File: src/qla_pkg.sv
// motor-controller board shared definitions
// address map of the host register bus, write bus and command types,
// serial DAC frame constants and the board status word layout
`default_nettype none

package qla_pkg;

    // --------------------
    // address map
    // --------------------
    localparam int num_chan = 4;

    // address spaces and register offsets
    localparam logic [3:0] addr_main     = 4'd0;
    localparam logic [3:0] reg_status    = 4'd0;
    localparam logic [3:0] reg_timestamp = 4'd10;
    localparam logic [3:0] off_dac_ctrl  = 4'd1;

    // space | reserved | chan | offset
    typedef struct packed {
        logic [3:0] space;
        logic [3:0] rsvd;
        logic [3:0] chan;
        logic [3:0] offset;
    } addr_t;

    // host write bus of 50 bits
    typedef struct packed {
        addr_t       waddr;
        logic [31:0] wdata;
        logic        wen;
        logic        blk_wen;
    } wr_bus_t;

    // commanded current per channel with index 0 for channel 1
    typedef logic [15:0] cur_cmd_t;
    typedef cur_cmd_t [num_chan-1:0] cmd_set_t;

    // --------------------
    // DAC frame
    // --------------------
    localparam logic [3:0] dac_cmd_write_update = 4'b0011;
    localparam int dac_frame_bits = 24;
    localparam int dac_gap_cycles = 2;
    localparam int dac_valid_bit  = 31;

    // --------------------
    // status register
    // --------------------
    // mask and value positions of a status write
    localparam int pwr_mask_bit  = 19;
    localparam int pwr_value_bit = 18;
    localparam int amp_mask_lsb  = 8;
    localparam int amp_value_lsb = 0;

    typedef struct packed {
        logic [3:0] rsvd_31_28;
        logic [3:0] board_id;
        logic       wdog_timeout;
        logic [5:0] rsvd_22_17;
        logic       pwr_enable;
        logic [3:0] rsvd_15_12;
        logic [3:0] amp_fault;
        logic [3:0] rsvd_7_4;
        logic [3:0] amp_enable;
    } status_t;

endpackage

`default_nettype wire

File: src/cmd_bank.sv
// commanded-current register bank
// holds one command word per motor channel and decides when the
// serial DAC gets a new update; single writes update at once, block
// writes collect commands and start one update on blk_wen
`timescale 1ns/1ns
`default_nettype none

module cmd_bank (
    input  logic              sysclk,
    input  logic              rst_n,
    input  qla_pkg::wr_bus_t  wr,
    input  logic              dac_busy,
    output qla_pkg::cmd_set_t cur_cmd,
    output logic              data_ready
);

    logic main_space;
    logic dac_addr;
    logic status_addr;
    logic cmd_valid;
    // a valid command came in during the current block write
    logic dac_pending;
    // update waiting for the shifter to go idle
    logic dac_req;

    // --------------------
    // address decode
    // --------------------
    assign main_space = (wr.waddr.space == qla_pkg::addr_main);

    // only channels 1 to num_chan carry a command register
    assign dac_addr = main_space
                      && (wr.waddr.chan >= 4'd1)
                      && (wr.waddr.chan <= 4'(qla_pkg::num_chan))
                      && (wr.waddr.offset == qla_pkg::off_dac_ctrl);

    // last word of a block write goes to the channel 0 status register
    assign status_addr = main_space
                         && (wr.waddr.chan == 4'd0)
                         && (wr.waddr.offset == qla_pkg::reg_status);

    // bit 31 marks the command word as valid
    assign cmd_valid = dac_addr && wr.wen && wr.wdata[qla_pkg::dac_valid_bit];

    // --------------------
    // command registers
    // --------------------
    always_ff @(posedge sysclk or negedge rst_n) begin
        if (!rst_n) begin
            cur_cmd <= '0;
        end else begin
            for (int i = 0; i < qla_pkg::num_chan; i++) begin
                if (cmd_valid && (wr.waddr.chan == 4'(i + 1))) begin
                    cur_cmd[i] <= wr.wdata[15:0];
                end
            end
        end
    end

    // --------------------
    // update request
    // --------------------
    always_ff @(posedge sysclk or negedge rst_n) begin
        if (!rst_n) begin
            dac_pending <= 1'b0;
            dac_req     <= 1'b0;
            data_ready  <= 1'b0;
        end else begin
            if (wr.wen && (dac_addr || status_addr)) begin
                if (wr.blk_wen) begin
                    // end of block, or a single write with blk_wen alongside
                    dac_pending <= 1'b0;
                    if (dac_pending || cmd_valid) begin
                        // hold as request while the shifter is busy, else start now
                        dac_req    <= dac_busy;
                        data_ready <= ~dac_busy;
                    end
                end else if (cmd_valid) begin
                    dac_pending <= 1'b1;
                end
            end
            // hand the held request over once the shifter is idle
            if (dac_req && !dac_busy) begin
                dac_req    <= 1'b0;
                data_ready <= 1'b1;
            end else if (data_ready && dac_busy) begin
                // shifter took the commands
                data_ready <= 1'b0;
            end
        end
    end

endmodule

`default_nettype wire

File: src/board_status.sv
// board status block
// free-running timestamp, power and amplifier enable registers with
// bit masks, status word assembly and the watchdog-clear pulse
`timescale 1ns/1ns
`default_nettype none

module board_status (
    input  logic             sysclk,
    input  logic             rst_n,
    input  qla_pkg::wr_bus_t wr,
    input  logic [3:0]       board_id,
    input  logic [3:0]       amp_fault,
    input  logic             wdog_timeout,
    output qla_pkg::status_t status,
    output logic [31:0]      timestamp,
    output logic             wdog_clear
);

    logic       status_wr;
    logic       pwr_mask;
    logic       pwr_value;
    logic [3:0] amp_mask;
    logic [3:0] amp_value;
    logic       pwr_enable;
    logic [3:0] amp_enable;

    // write to chan 0 status register
    assign status_wr = wr.wen
                       && (wr.waddr.space == qla_pkg::addr_main)
                       && (wr.waddr.chan == 4'd0)
                       && (wr.waddr.offset == qla_pkg::reg_status);

    // mask and value fields of the written word
    assign pwr_mask  = wr.wdata[qla_pkg::pwr_mask_bit];
    assign pwr_value = wr.wdata[qla_pkg::pwr_value_bit];
    assign amp_mask  = wr.wdata[qla_pkg::amp_mask_lsb +: qla_pkg::num_chan];
    assign amp_value = wr.wdata[qla_pkg::amp_value_lsb +: qla_pkg::num_chan];

    always_ff @(posedge sysclk or negedge rst_n) begin
        if (!rst_n) begin
            timestamp  <= '0;
            pwr_enable <= 1'b0;
            amp_enable <= '0;
            wdog_clear <= 1'b0;
        end else begin
            timestamp <= timestamp + 32'd1;
            if (status_wr && pwr_mask) begin
                pwr_enable <= pwr_value;
            end
            if (status_wr) begin
                // only masked bits change
                amp_enable <= (amp_enable & ~amp_mask) | (amp_value & amp_mask);
            end
            // host tries to switch something on, so clear the watchdog flag
            wdog_clear <= status_wr && ((pwr_mask && pwr_value) || |(amp_mask & amp_value));
        end
    end

    // --------------------
    // status word
    // --------------------
    always_comb begin
        status              = '0;
        status.board_id     = board_id;
        status.wdog_timeout = wdog_timeout;
        status.pwr_enable   = pwr_enable;
        status.amp_fault    = amp_fault;
        status.amp_enable   = amp_enable;
    end

endmodule

`default_nettype wire

File: src/dac_shifter.sv
// serial DAC shifter
// latches the four channel commands and sends one 24-bit frame per
// channel, MSB first: command code, channel index, command word;
// sclk runs at half the system clock, each frame ends with an idle gap
`timescale 1ns/1ns
`default_nettype none

module dac_shifter (
    input  logic              sysclk,
    input  logic              rst_n,
    input  qla_pkg::cmd_set_t cur_cmd,
    input  logic              data_ready,
    output logic              busy,
    output logic              sclk,
    output logic              mosi,
    output logic              csel
);

    qla_pkg::cmd_set_t                 cmd_lat;
    logic [1:0]                        frame;
    // cycle within a frame counting bit phases then gap
    logic [5:0]                        cyc;
    logic [qla_pkg::dac_frame_bits-1:0] shreg;
    logic                              in_frame;
    logic                              frame_end;

    // frame word for one channel
    function automatic logic [qla_pkg::dac_frame_bits-1:0] make_frame(
        input qla_pkg::cur_cmd_t cmd,
        input logic [1:0]        idx
    );
        make_frame = {qla_pkg::dac_cmd_write_update, 2'b00, idx, cmd};
    endfunction

    // two cycles per bit
    assign in_frame  = busy && (cyc < 6'(2 * qla_pkg::dac_frame_bits));
    assign frame_end = (cyc == 6'(2 * qla_pkg::dac_frame_bits + qla_pkg::dac_gap_cycles - 1));

    always_ff @(posedge sysclk or negedge rst_n) begin
        if (!rst_n) begin
            busy    <= 1'b0;
            frame   <= '0;
            cyc     <= '0;
            cmd_lat <= '0;
            shreg   <= '0;
        end else if (!busy) begin
            // start on ready with channel 1 first
            if (data_ready) begin
                busy    <= 1'b1;
                frame   <= '0;
                cyc     <= '0;
                cmd_lat <= cur_cmd;
                shreg   <= make_frame(cur_cmd[0], 2'd0);
            end
        end else if (frame_end) begin
            cyc <= '0;
            if (frame == 2'(qla_pkg::num_chan - 1)) begin
                busy <= 1'b0;
            end else begin
                frame <= frame + 2'd1;
                shreg <= make_frame(cmd_lat[frame + 2'd1], frame + 2'd1);
            end
        end else begin
            cyc <= cyc + 6'd1;
            // shift after the high phase so mosi moves with sclk low
            if (in_frame && cyc[0]) begin
                shreg <= {shreg[qla_pkg::dac_frame_bits-2:0], 1'b0};
            end
        end
    end

    // --------------------
    // serial pins
    // --------------------
    assign csel = ~in_frame;
    assign sclk = in_frame & cyc[0];
    assign mosi = in_frame & shreg[qla_pkg::dac_frame_bits-1];

endmodule

`default_nettype wire

File: src/read_mux.sv
// host read multiplexer
// decodes the read address and returns status, timestamp or a
// channel command word in the same cycle; unmapped addresses read 0
`timescale 1ns/1ns
`default_nettype none

module read_mux (
    input  qla_pkg::addr_t    reg_raddr,
    input  qla_pkg::status_t  status,
    input  logic [31:0]       timestamp,
    input  qla_pkg::cmd_set_t cur_cmd,
    output logic [31:0]       reg_rdata
);

    logic main_space;
    logic chan0;

    assign main_space = (reg_raddr.space == qla_pkg::addr_main);
    assign chan0      = (reg_raddr.chan == 4'd0);

    always_comb begin
        reg_rdata = '0;
        if (main_space && chan0) begin
            // board registers on channel 0
            if (reg_raddr.offset == qla_pkg::reg_status) begin
                reg_rdata = status;
            end else if (reg_raddr.offset == qla_pkg::reg_timestamp) begin
                reg_rdata = timestamp;
            end
        end else if (main_space && (reg_raddr.offset == qla_pkg::off_dac_ctrl)) begin
            // zero-extended channel commands
            for (int i = 0; i < qla_pkg::num_chan; i++) begin
                if (reg_raddr.chan == 4'(i + 1)) begin
                    reg_rdata = {16'd0, cur_cmd[i]};
                end
            end
        end
    end

endmodule

`default_nettype wire

File: src/qla_core.sv
// motor-controller board core
// host write bus into the command bank and the board status block,
// read mux for host reads, serial shifter towards the quad DAC
`timescale 1ns/1ns
`default_nettype none

module qla_core (
    input  logic           sysclk,
    input  logic           rst_n,
    input  qla_pkg::addr_t reg_raddr,
    input  qla_pkg::addr_t reg_waddr,
    input  logic [31:0]    reg_wdata,
    input  logic           reg_wen,
    input  logic           blk_wen,
    input  logic [3:0]     board_id,
    input  logic [3:0]     amp_fault,
    input  logic           wdog_timeout,
    output logic [31:0]    reg_rdata,
    output logic [31:0]    timestamp,
    output logic           wdog_clear,
    output logic           dac_sclk,
    output logic           dac_mosi,
    output logic           dac_csel
);

    qla_pkg::wr_bus_t  wr;
    qla_pkg::cmd_set_t cur_cmd;
    qla_pkg::status_t  status;
    logic              data_ready;
    logic              dac_busy;

    // --------------------
    // write bus
    // --------------------
    assign wr = '{waddr: reg_waddr, wdata: reg_wdata, wen: reg_wen, blk_wen: blk_wen};

    cmd_bank cmd_bank0 (
        .sysclk     (sysclk),
        .rst_n      (rst_n),
        .wr         (wr),
        .dac_busy   (dac_busy),
        .cur_cmd    (cur_cmd),
        .data_ready (data_ready)
    );

    board_status board_status0 (
        .sysclk       (sysclk),
        .rst_n        (rst_n),
        .wr           (wr),
        .board_id     (board_id),
        .amp_fault    (amp_fault),
        .wdog_timeout (wdog_timeout),
        .status       (status),
        .timestamp    (timestamp),
        .wdog_clear   (wdog_clear)
    );

    // --------------------
    // read path and DAC
    // --------------------
    read_mux read_mux0 (
        .reg_raddr (reg_raddr),
        .status    (status),
        .timestamp (timestamp),
        .cur_cmd   (cur_cmd),
        .reg_rdata (reg_rdata)
    );

    dac_shifter dac_shifter0 (
        .sysclk     (sysclk),
        .rst_n      (rst_n),
        .cur_cmd    (cur_cmd),
        .data_ready (data_ready),
        .busy       (dac_busy),
        .sclk       (dac_sclk),
        .mosi       (dac_mosi),
        .csel       (dac_csel)
    );

endmodule

`default_nettype wire

File: config.mk
export PLATFORM = sky130hd
export DESIGN_NAME = qla_core
export DESIGN_NICKNAME = d
export VERILOG_FILES = /design/src/qla_pkg.sv /design/src/cmd_bank.sv /design/src/board_status.sv /design/src/dac_shifter.sv /design/src/read_mux.sv /design/src/qla_core.sv
export SDC_FILE = /design/constraint.sdc
export NUM_CORES = 1
export LEC_CHECK = 0
export BUFFER_PORTS_ARGS = -buffer_cell sky130_fd_sc_hd__buf_2
export CORE_ASPECT_RATIO = 0.8
export CORE_MARGIN = 2
export CORE_UTILIZATION = 50
export DETAILED_ROUTE_END_ITERATION = 10
export GPL_TIMING_DRIVEN = 0
export PLACE_DENSITY = 0.72
export SYNTH_ARGS = -nofsm -noshare
export SYNTH_HDL_FRONTEND = slang
export SYNTH_SLANG_ARGS = --single-unit
File: constraint.sdc
create_clock -name sysclk -period 5.25 [get_ports sysclk]
set_clock_uncertainty 0.05 [all_clocks]
set_input_delay 1.575 -clock sysclk [delete_from_list [all_inputs] [get_ports sysclk]]
set_output_delay 1.575 -clock sysclk [all_outputs]
set_load 0.01 [all_outputs]
==> impl_summary.log, run 1 <==
[metrics] most used cell, CP: sky130_fd_sc_hd__buf_2
[metrics] number of sinks driven by the clock tree: 202
[metrics] CTS clock-pin slew for the worst setup and hold paths: 60 ps
[metrics] detailed route wirelength on metal3: 1.636 mm
[metrics] status: finished clean
[metrics] setup slack at placement: -793.6 ps
[metrics] vias per std cell: 5.904
[metrics] setup slack after layout: 154.5 ps
[metrics] relative contribution of the clock network to total power: 0.464
[metrics] Max-slew headroom: 0.2768
[metrics] Power Density: 276.0 nW/um^2
[metrics] CTS tree: done
[metrics] delay contributed by the slowest stage of the critical path: 390 ps
[metrics] Post-synth top flop: sky130_fd_sc_hd__dfrtp_1
[metrics] Die Width: 158.5 um
[metrics] startpoint-to-endpoint class of the critical path: in2out
[metrics] share of flip-flops with an asynchronous set or reset: 1.000
[metrics] antenna diode count: 0
[metrics] crit path to: reg_rdata[13]
[metrics] total of flip-flops plus latches after synthesis: 202
[metrics] internal portion of total power: 2.443 mW
[metrics] Final ANT Viol Nets: 0
[metrics] global-route wire length before repair: 39.05 mm
[metrics] Filler Cells Inserted: 1542
[metrics] Layout area overhead: 17.77%
[metrics] minimum period implied by the final worst setup slack: 5096 ps
[metrics] standard-cell rows: 45
[metrics] total leakage power: 5.365 nW
[metrics] r2r endpoint: dac_shifter0.shreg[21]
[metrics] sequential-to-total area share from yosys stat: 0.5297
[metrics] number of antenna violations at the first check in global routing: 0
[metrics] CTS Buffer Depth: 3
[metrics] clock latency of the later-clocked register in the worst-skew pair: 500 ps
[metrics] remaining global-route overflow: 0
[metrics] die outline area: 20210 um^2
[metrics] number of max-capacitance violations reported: 0
[metrics] uppermost layer routed: met4
[metrics] endpoint required time on the critical path: 3630 ps
[metrics] area used by sequential logic in the layout: 5055 um^2
[metrics] CP Launch Point: reg_raddr[5]
[metrics] die outline height: 127.6 um
[metrics] Nets: 992
[metrics] All-Layer GR Usage: 0.2541
[metrics] number of warnings printed during yosys synthesis: 0
[metrics] Switch Pwr: 0.6589 mW
[metrics] multi-input logic area: 4198 um^2
[metrics] count of pins on the block boundary: 145
[metrics] Post-Route WL: 25.14 mm
[metrics] Gate power share: 0.033
[metrics] max-slew violation count: 0
[metrics] series of cell instances along the critical path: buf_2 > nor3_1 > nand4bb_1 > clkbuf_1 > clkbuf_2 > a221oi_1 > a221o_1 > buf_2
[metrics] number of buffers inserted by port buffering: 122
[metrics] final core utilization: 0.5958
[metrics] Crit path buffers/inverters: 4
[metrics] fraction of layout cells with a size suffix above 1: 0.3587
[metrics] number of DRC violations after detailed routing: 0
[metrics] EDFF count, synth: 0
[metrics] pin count of the biggest net entering global routing: 108
[metrics] share of the cycle needed by the critical path after routing: 0.9706
[metrics] worst slew pin tran: 1070 ps
[metrics] routed length on met1: 12.03 mm
[metrics] CTS Root Buffer Type: sky130_fd_sc_hd__clkbuf_16
[metrics] fraction of power spent switching nets: 0.2124
[metrics] clock buffers created by TritonCTS: 20
[metrics] power share of the sequential group: 0.503
[metrics] via count of the first global-routing pass: 6763
[metrics] Fmax: 196.3 MHz
[metrics] Reg2Reg Launch Point: dac_shifter0.cyc[0]
[metrics] final setup violation count: 0
[metrics] vias after detailed routing: 6955
[metrics] highest fanout seen on the critical path: 10
[metrics] type of the worst min-delay path: reg2reg
[metrics] WL per Instance: 21.34 um
[metrics] effective utilization at floorplan: 0.5059
[metrics] Final Hold Vio Count: 0
[metrics] worst voltage drop across the vdd grid: 229.9 uV
[metrics] post-synthesis instance area: 9543 um^2
[metrics] element type at the critical path start: input port
[metrics] Post-Synthesis Cells: 764
[metrics] data arrival time of the worst path: 3470 ps
[metrics] Initial DRT Pass Iterations: 8
[metrics] gate family responsible for the most delay along the worst path: buffers and inverters
[metrics] Synth cell types: 45
[metrics] Crit. path cell count: 8
[metrics] core region area: 18860 um^2
[metrics] crit end category: primary output
[metrics] dpl hpwl: 17.17 mm
[metrics] First DRT Iteration DRCs: 531
[metrics] reg-to-reg setup timing slack: 2190 ps
[metrics] unrepaired setup endpoints after global routing: false
[metrics] H-tree depth: 1
[metrics] mean instance size in the synthesized netlist: 12.49 um^2
[metrics] Post-Synthesis Net Count: 845
[metrics] CP max stage cell: sky130_fd_sc_hd__clkbuf_1
[metrics] worst reg2reg path depth: 6
[metrics] final estimated routing congestion in global placement: 0.8827
[metrics] routed wl met2: 10.96 mm
metal layers:
layer / track usage / up-vias
li1: - / 3095
met1: 0.3942 / 3571
met2: 0.3760 / 250
met3: 0.04885 / 39
met4: 0.04928 / 0
met5: 0 / -
flip-flops by register name (all words and copies together), names as in the netlist, named ones only:
name	cells
board_status0.pwr_enable	1
board_status0.wdog_clear	1
board_status0.timestamp	32
dac_shifter0.shreg	24
cmd_bank0.dac_req	1
dac_shifter0.cmd_lat	64
cmd_bank0.data_ready	1
dac_shifter0.frame	2
dac_shifter0.busy	1
cmd_bank0.cur_cmd	64
dac_shifter0.cyc	6
cmd_bank0.dac_pending	1
synth_stat cells (12+ instances only):
cell type,count,area (um^2)
sky130_fd_sc_hd__a222oi_1,16,160.2
sky130_fd_sc_hd__a22oi_1,15,112.6
sky130_fd_sc_hd__and2_1,13,81.33
sky130_fd_sc_hd__clkbuf_1,31,116.4
sky130_fd_sc_hd__dfrtp_1,202,5055
sky130_fd_sc_hd__inv_1,38,142.6
sky130_fd_sc_hd__mux2_2,139,1565
sky130_fd_sc_hd__mux2i_1,23,230.2
sky130_fd_sc_hd__mux4_2,16,360.4
sky130_fd_sc_hd__nand2_1,51,191.4
sky130_fd_sc_hd__nand3_1,20,100.1
sky130_fd_sc_hd__nand4_1,12,75.07
sky130_fd_sc_hd__nor2_1,25,93.84
sky130_fd_sc_hd__o21ai_0,19,95.09
sky130_fd_sc_hd__xnor2_1,25,219.0
worst min-delay path, delay by kind of cell (launching register included):
kind | cells | cell delay (ps)
AOI/OAI and AO/OA | 1 | 50
and+or+nand+nor | 1 | 50
DFF | 1 | 350
through the flow:
step	hold slack, ps	instances	cell area (um^2)	total power [mW]	setup TNS [ps]
floorplan	396.4	764	9543	1.611	0
global placement	420.3	1144	10480	1.683	-181900
detailed placement	424.1	1145	10510	1.688	-16470
CTS	441.6	1177	11220	3.122	0
global route	465.9	1178	11240	3.181	0
finish	442.8	1178	11240	3.102	0
cell families after synthesis:
group	share of synthesized area
buffers and inverters	0.03435
xor gates and xnor gates	0.02845
adders and majority gates	0.005245
AOI/OAI and AO/OA	0.07919
DFF	0.5297
and+or+nand+nor	0.09598
muxes	0.2271
cell usage in the layout (no fill, tap or decap), types with 3 or more instances in the layout:
master,instances
sky130_fd_sc_hd__a21o_1,6
sky130_fd_sc_hd__a21oi_1,9
sky130_fd_sc_hd__a221o_1,9
sky130_fd_sc_hd__a221oi_1,11
sky130_fd_sc_hd__a222oi_1,16
sky130_fd_sc_hd__a22o_1,3
sky130_fd_sc_hd__a22oi_1,15
sky130_fd_sc_hd__and2_1,13
sky130_fd_sc_hd__and3_1,9
sky130_fd_sc_hd__and4_1,5
sky130_fd_sc_hd__buf_1,7
sky130_fd_sc_hd__buf_2,125
sky130_fd_sc_hd__clkbuf_1,28
sky130_fd_sc_hd__clkbuf_16,21
sky130_fd_sc_hd__clkbuf_2,5
sky130_fd_sc_hd__clkbuf_8,6
sky130_fd_sc_hd__dfrtp_1,202
sky130_fd_sc_hd__ha_1,4
sky130_fd_sc_hd__inv_1,38
sky130_fd_sc_hd__mux2_2,139
sky130_fd_sc_hd__mux2i_1,23
sky130_fd_sc_hd__mux4_2,16
sky130_fd_sc_hd__nand2_1,51
sky130_fd_sc_hd__nand3_1,20
sky130_fd_sc_hd__nand4_1,12
sky130_fd_sc_hd__nor2_1,24
sky130_fd_sc_hd__nor2b_1,3
sky130_fd_sc_hd__nor3_1,6
sky130_fd_sc_hd__nor4_1,4
sky130_fd_sc_hd__o21ai_0,19
sky130_fd_sc_hd__o221ai_1,6
sky130_fd_sc_hd__xnor2_1,25
sky130_fd_sc_hd__xor2_1,6
power groups by stage:
| stage | logic [mW] | clock network (mW) | registers [mW] |
|---|---|---|---|
| 5_1_grt | 0.116 | 1.51 | 1.56 |
| 4_1_cts | 0.104 | 1.46 | 1.56 |
| 6_report | 0.103 | 1.44 | 1.56 |
| 2_1_floorplan | 0.0232 | 0 | 1.59 |
| 3_3_place_gp | 0.0954 | 0 | 1.59 |
| 3_5_place_dp | 0.100 | 0 | 1.59 |
repair_timing:
item,in CTS,in global routing
hold buffers,0,0
gates resized for setup,10,4
pin swaps,1,1
buffers inserted,2,1
setup endpoints to repair,26,18
area by class of cell:
class	count	area share
plain buffers	43	0.01670
clock buffers	30	0.05511
well taps	258	0.02872
repair buffers	126	0.06079
inverters	38	0.01269
multi-input cells	480	0.3735
flip-flops and latches	202	0.4498
clock inverters	1	0.002672
how the worst min path moves through the flow:
stage                                        start                        to  slack, ps  depth (start not counted)
after floorplan                  cmd_bank0.dac_req         cmd_bank0.dac_req        400                          2
after global placement           cmd_bank0.dac_req         cmd_bank0.dac_req        420                          2
after detailed placement         cmd_bank0.dac_req         cmd_bank0.dac_req        420                          2
after CTS                        cmd_bank0.dac_req         cmd_bank0.dac_req        440                          2
after global routing      dac_shifter0.cmd_lat[59]  dac_shifter0.cmd_lat[59]        470                          1
final                            cmd_bank0.dac_req         cmd_bank0.dac_req        440                          2
(Power assumes the default switching activity.)
==> inputs of run 2 (changes only) <==
CORE_UTILIZATION = 35   (was 50)
PLACE_DENSITY = default   (was 0.72)
==> run 2 against run 1 <==
  * Highest routed layer unchanged
  * Die area is 42% higher
  * Clock power is 11% higher
  * Worst setup slack worse by 26 ps
==> impl_summary.log, run 2 (synthesized netlist as in run 1, its figures left out) <==
[metrics] Die Width: 188.6 um
[metrics] type of the worst min-delay path: reg2reg
[metrics] All-Layer GR Usage: 0.1910
[metrics] post-route non-filler standard cell count: 1291
[metrics] delay contributed by the slowest stage of the critical path: 450 ps
[metrics] die outline area: 28610 um^2
[metrics] vias after detailed routing: 6960
[metrics] count of pins on the block boundary: 145
[metrics] startpoint-to-endpoint class of the critical path: in2out
[metrics] dpl hpwl: 18.68 mm
[metrics] worst slew pin tran: 1315 ps
[metrics] gate family responsible for the most delay along the worst path: simple AND/OR/NAND/NOR gates
[metrics] Nets: 993
[metrics] series of cell instances along the critical path: buf_2 > nor4_2 > nand4bb_2 > clkbuf_2 > a221oi_1 > a221o_1 > buf_2
[metrics] max-slew violation count: 0
[metrics] WL per Instance: 20.82 um
[metrics] total leakage power: 5.427 nW
[metrics] Crit path buffers/inverters: 3
[metrics] status: finished clean
[metrics] Post-Route WL: 26.88 mm
[metrics] largest registers: cmd_bank0.cur_cmd (64), dac_shifter0.cmd_lat (64), board_status0.timestamp (32)
[metrics] CTS tree: done
[metrics] number of DRC violations after detailed routing: 0
[metrics] element type at the critical path start: input port
[metrics] GRT met3 Usage: 0.02856
[metrics] share of the cycle needed by the critical path after routing: 0.9755
[metrics] Power Density: 283.8 nW/um^2
[metrics] final setup violation count: 0
[metrics] remaining global-route overflow: 0
[metrics] minimum period implied by the final worst setup slack: 5122 ps
[metrics] number of buffers inserted by port buffering: 122
[metrics] number of placed instances, taps included: 1251
[metrics] number of max-capacitance violations reported: 0
[metrics] Layout area overhead: 20.44%
[metrics] H-tree depth: 1
[metrics] setup total negative slack: 0 ps
[metrics] Final ANT Viol Nets: 0
[metrics] effective utilization at floorplan: 0.3531
[metrics] Final Hold Vio Count: 0
[metrics] CTS clock-pin slew for the worst setup and hold paths: 60 ps
[metrics] First DRT Iteration DRCs: 694
[metrics] setup slack after layout: 128.5 ps
[metrics] Initial DRT Pass Iterations: 6
[metrics] number of antenna violations at the first check in global routing: 1
[metrics] Max-slew headroom: 0.1106
[metrics] clock latency of the later-clocked register in the worst-skew pair: 500 ps
[metrics] CP max stage cell: sky130_fd_sc_hd__nor4_2
[metrics] met1 usage in global routing: 0.2904
[metrics] core region area: 27030 um^2
[metrics] met2 Resource Use GR: 0.2886
[metrics] vias per std cell: 5.391
[metrics] die outline height: 151.7 um
[metrics] standard-cell rows: 54
[metrics] CTS Buffer Depth: 3
[metrics] endpoint required time on the critical path: 3630 ps
[metrics] unrepaired setup endpoints after global routing: false
[metrics] commonest non-fill, non-tap cells in the layout: sky130_fd_sc_hd__dfrtp_1, sky130_fd_sc_hd__mux2_2, sky130_fd_sc_hd__buf_2
[metrics] data arrival time of the worst path: 3500 ps
[metrics] number of sinks driven by the clock tree: 202
[metrics] pin count of the biggest net entering global routing: 117
[metrics] clock buffers created by TritonCTS: 22
[metrics] highest fanout seen on the critical path: 10
[metrics] CTS Root Buffer Type: sky130_fd_sc_hd__clkbuf_16
[metrics] Fmax: 195.3 MHz
[metrics] fraction of layout cells with a size suffix above 1: 0.3683
[metrics] most used cell, CP: sky130_fd_sc_hd__buf_2
[metrics] worst hold slack across all endpoints: 438.9 ps
[metrics] most common cell after layout, fill and taps aside: sky130_fd_sc_hd__dfrtp_1
[metrics] via count of the first global-routing pass: 6901
[metrics] setup slack at placement: -792.1 ps
[metrics] crit end category: primary output
[metrics] final estimated routing congestion in global placement: 0.8694
[metrics] GRT busiest layer: met1
[metrics] worst voltage drop across the vdd grid: 200.1 uV
[metrics] global-route wire length before repair: 41.54 mm
[run 2: changes by cell type in the layout (fill, tap and decap cells not counted)]
cell,delta
sky130_fd_sc_hd__nand4bb_2,+1
sky130_fd_sc_hd__diode_2,+1
sky130_fd_sc_hd__clkbuf_8,+4
sky130_fd_sc_hd__clkinv_2,+2
sky130_fd_sc_hd__clkinvlp_4,+1
sky130_fd_sc_hd__clkbuf_1,-3
sky130_fd_sc_hd__buf_4,+1
sky130_fd_sc_hd__nand4bb_1,-1
sky130_fd_sc_hd__clkbuf_16,+2
sky130_fd_sc_hd__buf_1,-1
[run 2: power by group]
group,switching [mW],total [mW],leakage [nW],internal [mW]
Clock,0.615,1.60,0.379,0.983
Combinational,0.0743,0.105,2.25,0.0302
Sequential,0.00105,1.56,2.79,1.56
Total,0.691,3.26,5.43,2.57
[run 2: worst paths after layout]
kind,startpoint,endpoint,slack (ps),cells past startpoint
hold reg to reg,cmd_bank0.dac_req,cmd_bank0.dac_req,440,2
min in group asynchronous,rst_n,dac_shifter0.cmd_lat[28],1030,1
setup / recovery,reg_raddr[13],reg_rdata[15],130,7
max in group asynchronous,rst_n,board_status0.timestamp[1],3090,2
setup reg to reg,dac_shifter0.cyc[0],dac_shifter0.shreg[21],2000,6
hold / removal,cmd_bank0.dac_req,cmd_bank0.dac_req,440,2
[run 2: worst register-to-register path, stage by stage (launching register included)]
cell and delay, ps:
sky130_fd_sc_hd__dfrtp_1 440, sky130_fd_sc_hd__ha_1 170, sky130_fd_sc_hd__nor4bb_1 440, sky130_fd_sc_hd__a21oi_1 190
sky130_fd_sc_hd__a221oi_1 950, sky130_fd_sc_hd__buf_2 510, sky130_fd_sc_hd__mux2_2 380
[run 2: cell type report]
class / count / area, um^2
plain buffers: 41 / 180.2
repair buffers: 127 / 690.7
clock inverters: 4 / 47.55
fillers: 2610 / 15530
well taps: 364 / 455.4
diodes: 1 / 2.502
flip-flops and latches: 202 / 5055
multi-input cells: 480 / 4203
inverters: 38 / 142.6
clock buffers: 34 / 716.9
[run 2: what timing repair did]
action,CTS,global route
setup endpoints to repair,26,25
pin swaps,1,1
setup buffers,2,2
gates resized for setup,9,6
hold buffers,0,0
[run 2: routing by layer]
layer,share of wire,up-vias
met4,0.015,0
li1,-,3117
met3,0.053,38
met1,0.49,3591
met2,0.44,214
met5,0,-
[run 2: stage by stage]
stage / util / power, mW / instance area (um^2)
after floorplan: - / 1.611 / 9543
after global placement: 0.3925 / 1.686 / 10610
after detailed placement: 0.3939 / 1.690 / 10650
after CTS: 0.4240 / 3.297 / 11460
after global routing: 0.4253 / 3.370 / 11490
final: 0.4253 / 3.262 / 11490
